## src/cmpxchg_pkg.sv

```systemverilog
`default_nettype none

// shared types and constants for the compare-and-exchange slice.
package cmpxchg_pkg;

    // architectural register width.
    localparam int data_width = 32;

    // width of the status-flag register.
    localparam int num_flags = 6;

    // bit positions inside the flags vector.
    // the order follows the low eflags bits, without the reserved holes.
    localparam int flag_cf = 0;
    localparam int flag_pf = 1;
    localparam int flag_af = 2;
    localparam int flag_zf = 3;
    localparam int flag_sf = 4;
    localparam int flag_of = 5;

    // register-to-register operations.
    typedef enum logic [2:0] {
        op_nop      = 3'd0,
        op_cmpxchg  = 3'd1,
        op_cmp      = 3'd2,
        op_mov      = 3'd3,
        op_load_imm = 3'd4
    } op_e;

    // operand width of an operation.
    // code 3 is unused and treated as a full 32-bit access.
    typedef enum logic [1:0] {
        size_8  = 2'd0,
        size_16 = 2'd1,
        size_32 = 2'd2
    } size_e;

endpackage

`default_nettype wire

```

## src/acc_compare.sv

```systemverilog
`default_nettype none

// accumulator compare.
// forms acc - dst over the selected width and derives the six status flags.
module acc_compare import cmpxchg_pkg::*; (
    input  wire logic [data_width-1:0] acc,
    input  wire logic [data_width-1:0] dst,
    input  wire size_e                 size,
    output logic      [num_flags-1:0]  flags_cmp
);

    // operands with the bits above the selected width cleared.
    logic [data_width-1:0] acc_m;
    logic [data_width-1:0] dst_m;
    logic [data_width-1:0] mask;

    // one extra bit on top catches the borrow of a full-width subtraction.
    logic [data_width:0] diff;

    // low nibble difference, bit 4 is the auxiliary borrow.
    logic [4:0] nib_diff;

    // sign bits and borrow taken at the top of the selected width.
    logic acc_sign;
    logic dst_sign;
    logic diff_sign;
    logic borrow;

    // width mask from the size code.
    always_comb begin
        case (size)
            size_8:  mask = 32'h0000_00ff;
            size_16: mask = 32'h0000_ffff;
            default: mask = 32'hffff_ffff;
        endcase
    end

    assign acc_m = acc & mask;
    assign dst_m = dst & mask;

    // upper bits are zero, so a borrow shows up just above the top bit.
    assign diff     = {1'b0, acc_m} - {1'b0, dst_m};
    assign nib_diff = {1'b0, acc[3:0]} - {1'b0, dst[3:0]};

    // pick the sign and borrow positions for the selected width.
    always_comb begin
        case (size)
            size_8: begin
                acc_sign  = acc[7];
                dst_sign  = dst[7];
                diff_sign = diff[7];
                borrow    = diff[8];
            end
            size_16: begin
                acc_sign  = acc[15];
                dst_sign  = dst[15];
                diff_sign = diff[15];
                borrow    = diff[16];
            end
            default: begin
                acc_sign  = acc[31];
                dst_sign  = dst[31];
                diff_sign = diff[31];
                borrow    = diff[32];
            end
        endcase
    end

    // flag assembly.
    always_comb begin
        flags_cmp          = '0;
        flags_cmp[flag_cf] = borrow;
        // parity looks at the low byte only, set when even.
        flags_cmp[flag_pf] = ~^diff[7:0];
        flags_cmp[flag_af] = nib_diff[4];
        flags_cmp[flag_zf] = (acc_m == dst_m);
        flags_cmp[flag_sf] = diff_sign;
        // overflow: operand signs differ and the result takes the sign of dst.
        flags_cmp[flag_of] = (acc_sign != dst_sign) && (diff_sign != acc_sign);
    end

endmodule

`default_nettype wire

```

## src/cmpxchg_unit.sv

```systemverilog
`default_nettype none

// exchange datapath.
// decides what is written where and merges narrow results into the old value.
module cmpxchg_unit import cmpxchg_pkg::*; #(
    parameter int num_regs = 8
) (
    input  wire op_e                           op,
    input  wire size_e                         size,
    input  wire logic [data_width-1:0]         src_data,
    input  wire logic [data_width-1:0]         dst_data,
    input  wire logic [data_width-1:0]         acc_data,
    input  wire logic [data_width-1:0]         imm,
    input  wire logic [$clog2(num_regs)-1:0]   dst_idx,
    output logic                               wr_en,
    output logic      [$clog2(num_regs)-1:0]   wr_idx,
    output logic      [data_width-1:0]         wr_data,
    output logic      [num_flags-1:0]          flags_new,
    output logic                               flags_upd
);

    // flags of acc - dst at the selected width.
    logic [num_flags-1:0] flags_cmp;

    // replace the low byte, the low half-word or the whole word.
    // the bits above the selected width come from the old value.
    function automatic logic [data_width-1:0] merge(
        input logic [data_width-1:0] old_val,
        input logic [data_width-1:0] new_val,
        input size_e                 sz
    );
        case (sz)
            size_8:  merge = {old_val[data_width-1:8], new_val[7:0]};
            size_16: merge = {old_val[data_width-1:16], new_val[15:0]};
            default: merge = new_val;
        endcase
    endfunction

    acc_compare i_acc_compare (
        .acc       (acc_data),
        .dst       (dst_data),
        .size      (size),
        .flags_cmp (flags_cmp)
    );

    // the flags are always offered; flags_upd says whether they are taken.
    assign flags_new = flags_cmp;

    always_comb begin
        wr_en     = 1'b0;
        wr_idx    = dst_idx;
        wr_data   = merge(dst_data, src_data, size);
        flags_upd = 1'b0;
        case (op)
            op_cmpxchg: begin
                wr_en     = 1'b1;
                flags_upd = 1'b1;
                if (flags_cmp[flag_zf]) begin
                    // equal: source goes to the destination.
                    wr_idx  = dst_idx;
                    wr_data = merge(dst_data, src_data, size);
                end else begin
                    // not equal: destination is loaded into the accumulator.
                    wr_idx  = '0;
                    wr_data = merge(acc_data, dst_data, size);
                end
            end
            op_cmp: begin
                // flags only.
                flags_upd = 1'b1;
            end
            op_mov: begin
                wr_en   = 1'b1;
                wr_data = merge(dst_data, src_data, size);
            end
            op_load_imm: begin
                wr_en   = 1'b1;
                wr_data = merge(dst_data, imm, size);
            end
            default: begin
                // nop leaves registers and flags alone.
                wr_en = 1'b0;
            end
        endcase
    end

endmodule

`default_nettype wire

```

## src/gpr_file.sv

```systemverilog
`default_nettype none

// general register bank.
// two operand reads, the accumulator, a debug read and one write port.
module gpr_file import cmpxchg_pkg::*; #(
    parameter int num_regs = 8
) (
    input  wire logic                          clk,
    input  wire logic                          arst_n,
    input  wire logic [$clog2(num_regs)-1:0]   src_idx,
    input  wire logic [$clog2(num_regs)-1:0]   dst_idx,
    output logic      [data_width-1:0]         src_data,
    output logic      [data_width-1:0]         dst_data,
    output logic      [data_width-1:0]         acc_data,
    input  wire logic                          wr_en,
    input  wire logic [$clog2(num_regs)-1:0]   wr_idx,
    input  wire logic [data_width-1:0]         wr_data,
    input  wire logic [$clog2(num_regs)-1:0]   dbg_idx,
    output logic      [data_width-1:0]         dbg_data
);

    logic [data_width-1:0] regs [num_regs];

    // the bank comes out of reset all zero.
    always_ff @(posedge clk or negedge arst_n) begin
        if (!arst_n) begin
            for (int i = 0; i < num_regs; i++) begin
                regs[i] <= '0;
            end
        end else if (wr_en && (int'(wr_idx) < num_regs)) begin
            regs[wr_idx] <= wr_data;
        end
    end

    // combinational reads.
    // an index past the last register reads as zero when num_regs is not
    // a power of two.
    assign src_data = (int'(src_idx) < num_regs) ? regs[src_idx] : '0;
    assign dst_data = (int'(dst_idx) < num_regs) ? regs[dst_idx] : '0;

    // register 0 is the accumulator.
    assign acc_data = regs[0];

    // the debug port is live at all times.
    assign dbg_data = (int'(dbg_idx) < num_regs) ? regs[dbg_idx] : '0;

endmodule

`default_nettype wire

```

## src/exec_ctrl.sv

```systemverilog
`default_nettype none

// operation sequencer.
// latches a request, runs it for one cycle, then reports done.
module exec_ctrl import cmpxchg_pkg::*; #(
    parameter int num_regs = 8
) (
    input  wire logic                          clk,
    input  wire logic                          arst_n,
    input  wire logic                          start,
    input  wire op_e                           op,
    input  wire size_e                         size,
    input  wire logic [$clog2(num_regs)-1:0]   dst_idx,
    input  wire logic [$clog2(num_regs)-1:0]   src_idx,
    input  wire logic [data_width-1:0]         imm,
    output logic                               busy,
    output logic                               done,
    output op_e                                l_op,
    output size_e                              l_size,
    output logic      [$clog2(num_regs)-1:0]   l_dst_idx,
    output logic      [$clog2(num_regs)-1:0]   l_src_idx,
    output logic      [data_width-1:0]         l_imm,
    input  wire logic                          unit_wr_en,
    output logic                               gpr_wr_en,
    input  wire logic [num_flags-1:0]          flags_new,
    input  wire logic                          flags_upd,
    output logic      [num_flags-1:0]          flags
);

    typedef enum logic [1:0] {
        st_idle = 2'd0,
        st_exec = 2'd1,
        st_done = 2'd2
    } state_e;

    state_e state;
    state_e state_nxt;

    // request taken this cycle.
    logic accept;

    // a start is taken in idle and in the done cycle.
    // the done cycle accepts so that operations can run back to back.
    // a start during st_exec is dropped.
    assign accept = start && (state != st_exec);

    // next state.
    always_comb begin
        state_nxt = state;
        case (state)
            st_idle: begin
                if (accept) begin
                    state_nxt = st_exec;
                end
            end
            st_exec: begin
                state_nxt = st_done;
            end
            st_done: begin
                state_nxt = accept ? st_exec : st_idle;
            end
            default: begin
                state_nxt = st_idle;
            end
        endcase
    end

    // state, flag register and latched opcode.
    always_ff @(posedge clk or negedge arst_n) begin
        if (!arst_n) begin
            state <= st_idle;
            flags <= '0;
            l_op  <= op_nop;
        end else begin
            state <= state_nxt;
            if (accept) begin
                l_op <= op;
            end
            // flags change on the execute edge only.
            if ((state == st_exec) && flags_upd) begin
                flags <= flags_new;
            end
        end
    end

    // operand latches.
    always_ff @(posedge clk) begin
        if (accept) begin
            l_size    <= size;
            l_dst_idx <= dst_idx;
            l_src_idx <= src_idx;
            l_imm     <= imm;
        end
    end

    // register write only on the execute edge.
    assign gpr_wr_en = unit_wr_en && (state == st_exec);

    // busy covers the execute and done cycles.
    assign busy = (state != st_idle);

    // one-cycle done after the execute edge.
    assign done = (state == st_done);

endmodule

`default_nettype wire

```

## src/cmpxchg_top.sv

```systemverilog
`default_nettype none

// compare-and-exchange slice.
// controller, register bank and exchange datapath.
module cmpxchg_top import cmpxchg_pkg::*; #(
    parameter int num_regs = 8
) (
    input  wire logic                          clk,
    input  wire logic                          arst_n,
    input  wire logic                          start,
    input  wire op_e                           op,
    input  wire size_e                         size,
    input  wire logic [$clog2(num_regs)-1:0]   dst_idx,
    input  wire logic [$clog2(num_regs)-1:0]   src_idx,
    input  wire logic [data_width-1:0]         imm,
    output logic                               busy,
    output logic                               done,
    output logic      [num_flags-1:0]          flags,
    input  wire logic [$clog2(num_regs)-1:0]   dbg_idx,
    output logic      [data_width-1:0]         dbg_data
);

    localparam int idx_w = $clog2(num_regs);

    // latched request.
    op_e               l_op;
    size_e             l_size;
    logic [idx_w-1:0]  l_dst_idx;
    logic [idx_w-1:0]  l_src_idx;
    logic [data_width-1:0] l_imm;

    // operands from the bank.
    logic [data_width-1:0] src_data;
    logic [data_width-1:0] dst_data;
    logic [data_width-1:0] acc_data;

    // datapath results.
    logic                  unit_wr_en;
    logic                  gpr_wr_en;
    logic [idx_w-1:0]      wr_idx;
    logic [data_width-1:0] wr_data;
    logic [num_flags-1:0]  flags_new;
    logic                  flags_upd;

    exec_ctrl #(
        .num_regs (num_regs)
    ) i_exec_ctrl (
        .clk        (clk),
        .arst_n     (arst_n),
        .start      (start),
        .op         (op),
        .size       (size),
        .dst_idx    (dst_idx),
        .src_idx    (src_idx),
        .imm        (imm),
        .busy       (busy),
        .done       (done),
        .l_op       (l_op),
        .l_size     (l_size),
        .l_dst_idx  (l_dst_idx),
        .l_src_idx  (l_src_idx),
        .l_imm      (l_imm),
        .unit_wr_en (unit_wr_en),
        .gpr_wr_en  (gpr_wr_en),
        .flags_new  (flags_new),
        .flags_upd  (flags_upd),
        .flags      (flags)
    );

    gpr_file #(
        .num_regs (num_regs)
    ) i_gpr_file (
        .clk      (clk),
        .arst_n   (arst_n),
        .src_idx  (l_src_idx),
        .dst_idx  (l_dst_idx),
        .src_data (src_data),
        .dst_data (dst_data),
        .acc_data (acc_data),
        .wr_en    (gpr_wr_en),
        .wr_idx   (wr_idx),
        .wr_data  (wr_data),
        .dbg_idx  (dbg_idx),
        .dbg_data (dbg_data)
    );

    cmpxchg_unit #(
        .num_regs (num_regs)
    ) i_cmpxchg_unit (
        .op        (l_op),
        .size      (l_size),
        .src_data  (src_data),
        .dst_data  (dst_data),
        .acc_data  (acc_data),
        .imm       (l_imm),
        .dst_idx   (l_dst_idx),
        .wr_en     (unit_wr_en),
        .wr_idx    (wr_idx),
        .wr_data   (wr_data),
        .flags_new (flags_new),
        .flags_upd (flags_upd)
    );

endmodule

`default_nettype wire

```

## config.mk

```make
export PLATFORM = sky130hd
export DESIGN_NAME = cmpxchg_top
export DESIGN_NICKNAME = d
export VERILOG_FILES = /design/src/cmpxchg_pkg.sv /design/src/acc_compare.sv /design/src/cmpxchg_unit.sv /design/src/gpr_file.sv /design/src/exec_ctrl.sv /design/src/cmpxchg_top.sv
export SDC_FILE = /design/constraint.sdc
export NUM_CORES = 1
export LEC_CHECK = 0
export BUFFER_PORTS_ARGS = -buffer_cell sky130_fd_sc_hd__buf_2
export CAP_MARGIN = 20
export CORE_MARGIN = 5
export CORE_UTILIZATION = 35
export DETAILED_ROUTE_END_ITERATION = 10
export PLACE_DENSITY_LB_ADDON = 0.12
export SLEW_MARGIN = 5
export SYNTH_ARGS = -nofsm -noshare
export SYNTH_HDL_FRONTEND = slang
export SYNTH_HIERARCHICAL = 1
export SYNTH_SLANG_ARGS = --single-unit
```

## constraint.sdc

```tcl
create_clock -name clk -period 7 [get_ports clk]
set_input_delay 1.4 -clock clk [delete_from_list [all_inputs] [get_ports clk]]
set_output_delay 1.4 -clock clk [all_outputs]
set_load 0.01 [all_outputs]
```

-- Word-level counts from Yosys, hierarchy flattened
Index checks and enable logic that the tools add are counted.
- $add $sub $neg: 2
- $lt $le $gt $ge: 5
- equality and inequality tests: 12
- muxes and demuxes: 29
- bitwise gates (word level): 6
- reduce and logical (&&, ||, !) cells: 11
- operators with widths (cell ; number):
    $pmux 32 s2 ; 5
    $bmux 32 s3 ; 3
    $bwmux 256 ; 1
    $mux 32 ; 8
    $demux 32 s3 ; 1
    $and 32x32->32 ; 2
    $sub 32x32->33 ; 1
    $eq 32x32->1 ; 1
    $ge 4x4->1 const B ; 4
    $not 3->4 ; 4
    $pmux 1 s2 ; 4
    $reduce_xnor 8->1 ; 1
    $eq 3x2->1 const B ; 2
    $mux 3 ; 2
    $pmux 2 s3 ; 1
    $logic_and 1x1->1 ; 5
    $sub 4x4->5 ; 1
    $eq 2x1->1 const B ; 2
    $logic_not 2->1 ; 2
    $lt 4x1->1 const B ; 1
    $ne 2x1->1 const B ; 2
    $eq 3x1->1 const B ; 1
    $eq 3x3->1 const B ; 1
    $mux 1 ; 3
    6 further kinds ; 7
- flip-flop bits (word level): 307
- input bits: 49
- output and inout port bits: 40
- logic and storage cells: 80

-- Depth between registers and ports, before layout
- depth in word-level cells: 14
- mapped depth: 20
- depth with buffers taken out: 14

-- Hierarchy
Netlist, hierarchy kept.
- by module, submodules not included (module ; instances ; cells each ; area each (µm²) ; seq. area each (µm²)):
    gpr_file ; 1 ; 925 ; 16040.4 ; 6406.1
    exec_ctrl ; 1 ; 68 ; 1674.1 ; 1476.4
    acc_compare ; 1 ; 220 ; 1524.0 ; 0.0
    cmpxchg_unit ; 1 ; 170 ; 1049.8 ; 0.0

-- Worst setup path after synthesis
No wires, ideal clock.
- path type: reg2reg
- from: reg i_exec_ctrl.l_dst_idx[0]
- to: reg i_gpr_file/regs[193] (netlist bit)
- setup time: 0.125 ns
- arrival: 4.728 ns
- data required time: 6.875 ns
- slack: 2.147 ns
- cell stages (with the launch flop): 21
- buffers on the path: 7
- period minus slack after synthesis: 4.853 ns
- path through: edfxtp_1 -> buf_6 -> buf_6 -> mux4_1 -> mux2_2 -> nand2_1 -> ha_1 -> and3_1 -> nand4_1 -> nor3_2 -> nand3_1 -> nor4_1 -> nor4b_4 -> buf_6 -> buf_2 -> nor2b_1 -> buf_2 -> nor4bb_1 -> clkbuf_2 -> buf_4 -> mux2_2
- longest elaborated chain between the ends: 14
- elaborated cells between the ends (all ways): 18
- those cells by class: order compare (2); eq/ne (1); mux (11); bitwise (3); reduce/logical (1)
- ends and longest elaborated chain (what ; RTL line ; source):
    start: declaration ; exec_ctrl.sv:20 ; output logic [$clog2(num_regs)-1:0] l_dst_idx,
    start signal: assignment ; exec_ctrl.sv:90 ; l_dst_idx <= dst_idx;
    $not 3->4 (implied by the code) * ; gpr_file.sv:39 ; assign dst_data = (int'(dst_idx) < num_regs) ? regs[dst_idx] : '0;
    $bmux 32 s3 * ; gpr_file.sv:39 ;
    $mux 32 (implied by the code) * (2 in series) ; gpr_file.sv:39 ;
    named net dst_data[28] ; cmpxchg_top.sv:34 ; logic [data_width-1:0] dst_data;
    $and 32x32->32 * ; acc_compare.sv:39 ; assign dst_m = dst & mask;
    $eq 32x32->1 * ; acc_compare.sv:76 ; flags_cmp[flag_zf] = (acc_m == dst_m);
    named net flags_new[3] ; cmpxchg_top.sv:42 ; logic [num_flags-1:0] flags_new;
    $mux 3 * ; cmpxchg_unit.sv:58 ; if (flags_cmp[flag_zf]) begin
    $mux 3 * ; cmpxchg_unit.sv:54 ; case (op)
    named net wr_idx[0] ; cmpxchg_top.sv:40 ; logic [idx_w-1:0] wr_idx;
    $not 3->4 (implied by the code) * ; gpr_file.sv:31 ; regs[wr_idx] <= wr_data;
    $ge 4x4->1 (implied by the code) or $lt 4x1->1 (tied branches) ; gpr_file.sv:31 ;
    $logic_and 1x1->1 (implied by the code) ; gpr_file.sv:31 ;
    $mux 32 (implied by the code) ; gpr_file.sv:31 ;
    $demux 32 s3 * ; gpr_file.sv:31 ;
    $bwmux 256 * ; gpr_file.sv:31 ;
    end signal: indexed assignment ; gpr_file.sv:31 ;
    end: declaration ; gpr_file.sv:22 ; logic [data_width-1:0] regs [num_regs];
The timed path passes the listed nets; every way through them passes the cells marked *. The select of a mux whose other input is x is not followed.
A chain may end at the register's enable or synchronous reset.

-- Worst setup path in the final report
- from: reg i_exec_ctrl.l_dst_idx[0]
- to: reg i_gpr_file/regs[41] (netlist bit)
- elaborated cells between the ends (all ways): 20
- those cells by class: order compare (2); eq/ne (1); mux (13); bitwise (3); reduce/logical (1)
- RTL lines (what ; RTL line ; source):
    $not 3->4 (implied by the code) ; gpr_file.sv:39 ;
    $bmux 32 s3 ; gpr_file.sv:39 ;
    $mux 32 (implied by the code) (2 in series) ; gpr_file.sv:39 ;
    named net dst_data[25] ; cmpxchg_top.sv:34 ;
    $and 32x32->32 ; acc_compare.sv:39 ;
    $eq 32x32->1 ; acc_compare.sv:76 ;
    named net flags_new[3] ; cmpxchg_top.sv:42 ;
    $mux 32 ; cmpxchg_unit.sv:58 ;
    $pmux 32 s2 ; cmpxchg_unit.sv:54 ;
    named net wr_data[9] ; cmpxchg_top.sv:41 ; logic [data_width-1:0] wr_data;
    $bwmux 256 ; gpr_file.sv:31 ;
The timed path passes the listed nets, and every way through them passes these cells. The select of a mux whose other input is x is not followed.

==> flow_summary.html <==
<table>
<tr><th>Metric</th><th>Value</th></tr>
<tr><th colspan="2">Global routing</th></tr>
<tr><td>Maximum number of pins on one net before global-route repair</td><td>roughly 130</td></tr>
<tr><td>Global route total overflow</td><td>0</td></tr>
<tr><td>Wire length of the first global-routing pass</td><td>~89000 um</td></tr>
<tr><td>Global routing usage summed across all routing layers</td><td>18.41%</td></tr>
<tr><td>Number of global-route vias before repair</td><td>approximately 14000</td></tr>
<tr><td>Antenna violations before repair</td><td>0</td></tr>
<tr><th colspan="2">Power and ir drop</th></tr>
<tr><td>Switching fraction of total power</td><td>around a third</td></tr>
<tr><td>Combinational cell fraction of total power</td><td>33.3%</td></tr>
<tr><td>Power Dens Cells</td><td>312.3 mW/mm^2</td></tr>
<tr><td>Static power due to leakage</td><td>10.42 nW</td></tr>
<tr><td>Pint</td><td>4.753 mW</td></tr>
<tr><td>Switching power of the nets</td><td>2.293 mW</td></tr>
<tr><td>Sequential share of power</td><td>36.2%</td></tr>
<tr><td>VDD IR max</td><td>0.1757 mV</td></tr>
<tr><td>Clock power frac</td><td>30.5%</td></tr>
<tr><th colspan="2">Layout</th></tr>
<tr><td>Count of nets after finishing</td><td>approximately 1500</td></tr>
<tr><td>Layout overhead on the synthesized area</td><td>11.21%</td></tr>
<tr><td>Commonest cells after routing, fill and taps aside</td><td>mux2_2, dfrtp_1, mux4_1</td></tr>
<tr><td>Number of diodes</td><td>0</td></tr>
<tr><td>Final core area utilization</td><td>39.18%</td></tr>
<tr><td>Fraction of layout cells with a size suffix above 1</td><td>~44%</td></tr>
<tr><td>Sequential cell area in the final layout</td><td>0.007883 mm^2</td></tr>
<tr><td>Filler instances</td><td>5384</td></tr>
<tr><td>Commonest non-fill, non-tap cell in the layout</td><td>mux2_2</td></tr>
<tr><td>Area used by multi-input combinational logic</td><td>0.01145 mm^2</td></tr>
<tr><th colspan="2">Logic synthesis</th></tr>
<tr><td>Count of different cell masters after synthesis</td><td>63</td></tr>
<tr><td>Post-Synthesis Cell Area</td><td>0.02029 mm^2</td></tr>
<tr><td>Mapped Avg Cell Area</td><td>14.67 um^2</td></tr>
<tr><td>Yosys warning count</td><td>6</td></tr>
<tr><td>Net count after synthesis</td><td>1465</td></tr>
<tr><td>Primary flip-flop cell chosen by synthesis mapping</td><td>dfrtp_1</td></tr>
<tr><td>Number of enable flip-flop cells after synthesis</td><td>40</td></tr>
<tr><td>FFs w/ async S/R, synth</td><td>roughly 87%</td></tr>
<tr><td>Number of flip-flops and latches in the synthesized netlist</td><td>307</td></tr>
<tr><td>Mapped Cells</td><td>between 1000 and 1500</td></tr>
<tr><td>Proportion of synthesized chip area in sequential cells</td><td>38.85%</td></tr>
<tr><th colspan="2">Setup path</th></tr>
<tr><td>Crit. End Element</td><td>flop</td></tr>
<tr><td>Data arrival time of the worst path</td><td>between 6000 and 7000 ps</td></tr>
<tr><td>Maximum net fanout on the critical path</td><td>65</td></tr>
<tr><td>Standard cell with the maximum stage delay on the critical path</td><td>o21ai_0</td></tr>
<tr><td>Start-to-end type of the worst setup path</td><td>flop to flop</td></tr>
<tr><td>Cell family with most CP delay</td><td>simple AND/OR/NAND/NOR gates</td></tr>
<tr><td>CP cell instances</td><td>buf_12 -&gt; mux4_1 -&gt; mux2_2 -&gt; nand2_1 -&gt; ha_1 -&gt; and3_1 -&gt; nand4_1 -&gt; nor3_2 -&gt; nand3_1 -&gt; nor4_1 -&gt; buf_4 -&gt; nor4b_4 -&gt; nor2_4 -&gt; buf_4 -&gt; a22oi_1 -&gt; o21ai_0 -&gt; mux2_2</td></tr>
<tr><td>Register-to-register setup slack</td><td>roughly 1400 ps</td></tr>
<tr><td>CP peak stage delay</td><td>720 ps</td></tr>
<tr><td>Buffers &amp; Inverters on Critical Path</td><td>3</td></tr>
<tr><td>Startpoint Class</td><td>flop</td></tr>
<tr><td>CP required</td><td>7490 ps</td></tr>
<tr><th colspan="2">Placement</th></tr>
<tr><td>Number of port buffers</td><td>88</td></tr>
<tr><td>Detailed placer's ending HPWL</td><td>35170 um</td></tr>
<tr><td>Post-Place Setup Slack</td><td>1295 ps</td></tr>
<tr><td>GPL Wtd Cong</td><td>0.7694</td></tr>
<tr><th colspan="2">Floorplanning</th></tr>
<tr><td>Overall die area</td><td>0.06288 mm^2</td></tr>
<tr><td>Chip width</td><td>between 200 and 300 um</td></tr>
<tr><td>Number of top-level pins</td><td>just under 90</td></tr>
<tr><td>Starting utilization of the core area</td><td>around a third</td></tr>
<tr><td>Total core area</td><td>about 0.058 mm^2</td></tr>
<tr><td># rows</td><td>88</td></tr>
<tr><td>Height of the die</td><td>250.8 um</td></tr>
<tr><th colspan="2">STA</th></tr>
<tr><td>Final worst-path cycle share</td><td>80.57%</td></tr>
<tr><td>Worst Clk Skew</td><td>between 10 and 15 ps</td></tr>
<tr><td>Actual transition at the worst max-transition pin</td><td>885.1 ps</td></tr>
<tr><td>Final Max Slew Viols</td><td>0</td></tr>
<tr><td>Number of hold violations in the final report</td><td>0</td></tr>
<tr><td>Total Neg Setup Slack</td><td>0 ps</td></tr>
<tr><td>Fmax</td><td>177.3 MHz</td></tr>
<tr><td>Slew Limit Headroom</td><td>40.37%</td></tr>
<tr><td>Setup WS post-layout</td><td>roughly 1400 ps</td></tr>
<tr><td>Final setup violation count</td><td>0</td></tr>
<tr><td>Final critical delay including setup and external delays</td><td>5640 ps</td></tr>
<tr><td>Setup repair after global routing missed its margin</td><td>no</td></tr>
<tr><th colspan="2">Run status</th></tr>
<tr><td>Run status</td><td>complete, no violations</td></tr>
<tr><th colspan="2">CTS</th></tr>
<tr><td>Number of setup buffers added after CTS</td><td>0</td></tr>
<tr><td>Hold-fix buffers at CTS</td><td>0</td></tr>
<tr><td>Buffer depth of the longest clock path</td><td>3</td></tr>
<tr><td>Clock network latency to the later pin of the worst-skew pair</td><td>560 ps</td></tr>
<tr><td>Library cell used as clock root buffer</td><td>clkbuf_16</td></tr>
<tr><td>TritonCTS clock tree</td><td>done</td></tr>
<tr><td>Clock sink count</td><td>307</td></tr>
<tr><td>Inserted Clock Buffers</td><td>40</td></tr>
<tr><td>H-tree depth reported by CTS</td><td>2</td></tr>
<tr><td>Post-CTS clock slew at the launch and capture registers of the worst setup and hold paths</td><td>60 ps</td></tr>
<tr><td>CTS resizes</td><td>0</td></tr>
<tr><th colspan="2">Route</th></tr>
<tr><td>Residual DRC count</td><td>0</td></tr>
<tr><td>Number of DRC violations after detailed-routing iteration 0</td><td>815</td></tr>
<tr><td>Total via count after detailed routing</td><td>between 10000 and 15000</td></tr>
<tr><td>ANT nets after route</td><td>0</td></tr>
<tr><td>Number of iterations in the first detailed-routing pass</td><td>5</td></tr>
<tr><td>Aggregate routed wire length</td><td>58710 um</td></tr>
<tr><td>Via density</td><td>5.841</td></tr>
<tr><td>Routed wire length per instance</td><td>around 27 um</td></tr>
<tr><th colspan="2">Min path</th></tr>
<tr><td>Hold Crit Class</td><td>flop to flop</td></tr>
<tr><th colspan="2">Job</th></tr>
<tr><td>Max-cap violation count</td><td>0</td></tr>
</table>
cells in the mapped netlist, types with 5 or more instances:
cell	count	share of area, %
o21ai_0	8	0.20
buf_6	23	1.3
nor2b_1	20	0.62
mux2_4	8	0.59
buf_4	48	1.8
and2_1	27	0.83
ha_1	32	2.0
mux2_1	10	0.56
mux2_2	345	19
nand3_1	10	0.25
a21o_1	9	0.33
buf_1	15	0.28
a21oi_1	15	0.37
nor2_1	11	0.20
nand2_1	67	1.2
buf_2	39	0.96
a211oi_1	17	0.63
inv_1	15	0.28
a31oi_1	17	0.52
clkbuf_1	18	0.33
mux4_2	72	8.0
a22oi_1	37	1.4
mux4_1	120	16
xnor2_1	13	0.56
o21ai_1	5	0.12
dfrtp_1	267	33
nand4_1	6	0.19
edfxtp_1	40	5.9
layout make-up:
type,count,area share (%)
clock buffers,55,5.091
repair buffers,128,3.760
flip-flops and latches,307,34.94
multi-input cells,914,50.75
well taps,765,4.242
inverters,16,0.2662
clock inverters,18,0.9594
flip-flops by register name, summed over array words and instances, names as in the netlist:
name / cells
i_gpr_file/regs: 224
i_exec_ctrl/l_imm: 32
i_gpr_file/acc_data: 32
i_exec_ctrl/flags: 6
i_exec_ctrl/l_dst_idx: 3
i_exec_ctrl/l_op: 3
i_exec_ctrl/l_src_idx: 3
i_exec_ctrl/l_size: 2
i_exec_ctrl/state: 2
power by group through the flow:
stage	logic, mW	registers, mW	clock network, mW
global route	2.57	2.61	2.30
finish	2.35	2.55	2.15
floorplan	1.89	2.41	0
CTS	2.38	2.55	2.23
global placement	2.34	2.57	0
detailed placement	2.36	2.57	0
layer usage:
metal	vias up	global-route usage [%]	part of all wire, %
met2	332	29.89	47
li1	5575	-	-
met5	-	0	0
met4	0	4.647	2.0
met1	6881	26.24	46
met3	80	2.669	4.3
cells by family (layout without fill, tap and decap cells):
logic type	count (synthesis)	in the layout	synth area share, %
buf+inv	162	217	4.995
flops	307	307	38.85
xor+xnor	17	17	0.7339
compound gates	127	127	4.409
mux	559	559	44.03
fa+ha+maj	33	33	2.072
simple gates	178	178	4.909
path summary, 6_finish.rpt:
check | from | to | cells after the start
worst max-delay path | i_exec_ctrl/l_dst_idx[0]$_DFFE_PP_ | i_gpr_file/regs[41]$_DFFE_PN0P_ | 17
worst min-delay path | i_exec_ctrl/flags[5]$_DFFE_PN0P_ | i_exec_ctrl/flags[5]$_DFFE_PN0P_ | 1
worst max register to register | i_exec_ctrl/l_dst_idx[0]$_DFFE_PP_ | i_gpr_file/regs[41]$_DFFE_PN0P_ | 17
worst min register to register | i_exec_ctrl/flags[5]$_DFFE_PN0P_ | i_exec_ctrl/flags[5]$_DFFE_PN0P_ | 1
max in group asynchronous | arst_n | i_gpr_file/regs[106]$_DFFE_PN0P_ | 2
min in group asynchronous | arst_n | i_gpr_file/regs[2]$_DFFE_PN0P_ | 1
stage by stage:
step / power [mW] / hold slack [ps] / cells / cell area, um^2
finish: 7.046 / 507.4 / 2203 / 22560
global route: 7.477 / 529.0 / 2203 / 22560
CTS: 7.156 / 510.6 / 2203 / 22560
detailed placement: 4.939 / 491.4 / 2130 / 21200
global placement: 4.914 / 490.5 / 2129 / 21170
floorplan: 4.295 / 473.8 / 1383 / 20290
Power figures use the tool's default switching activity.
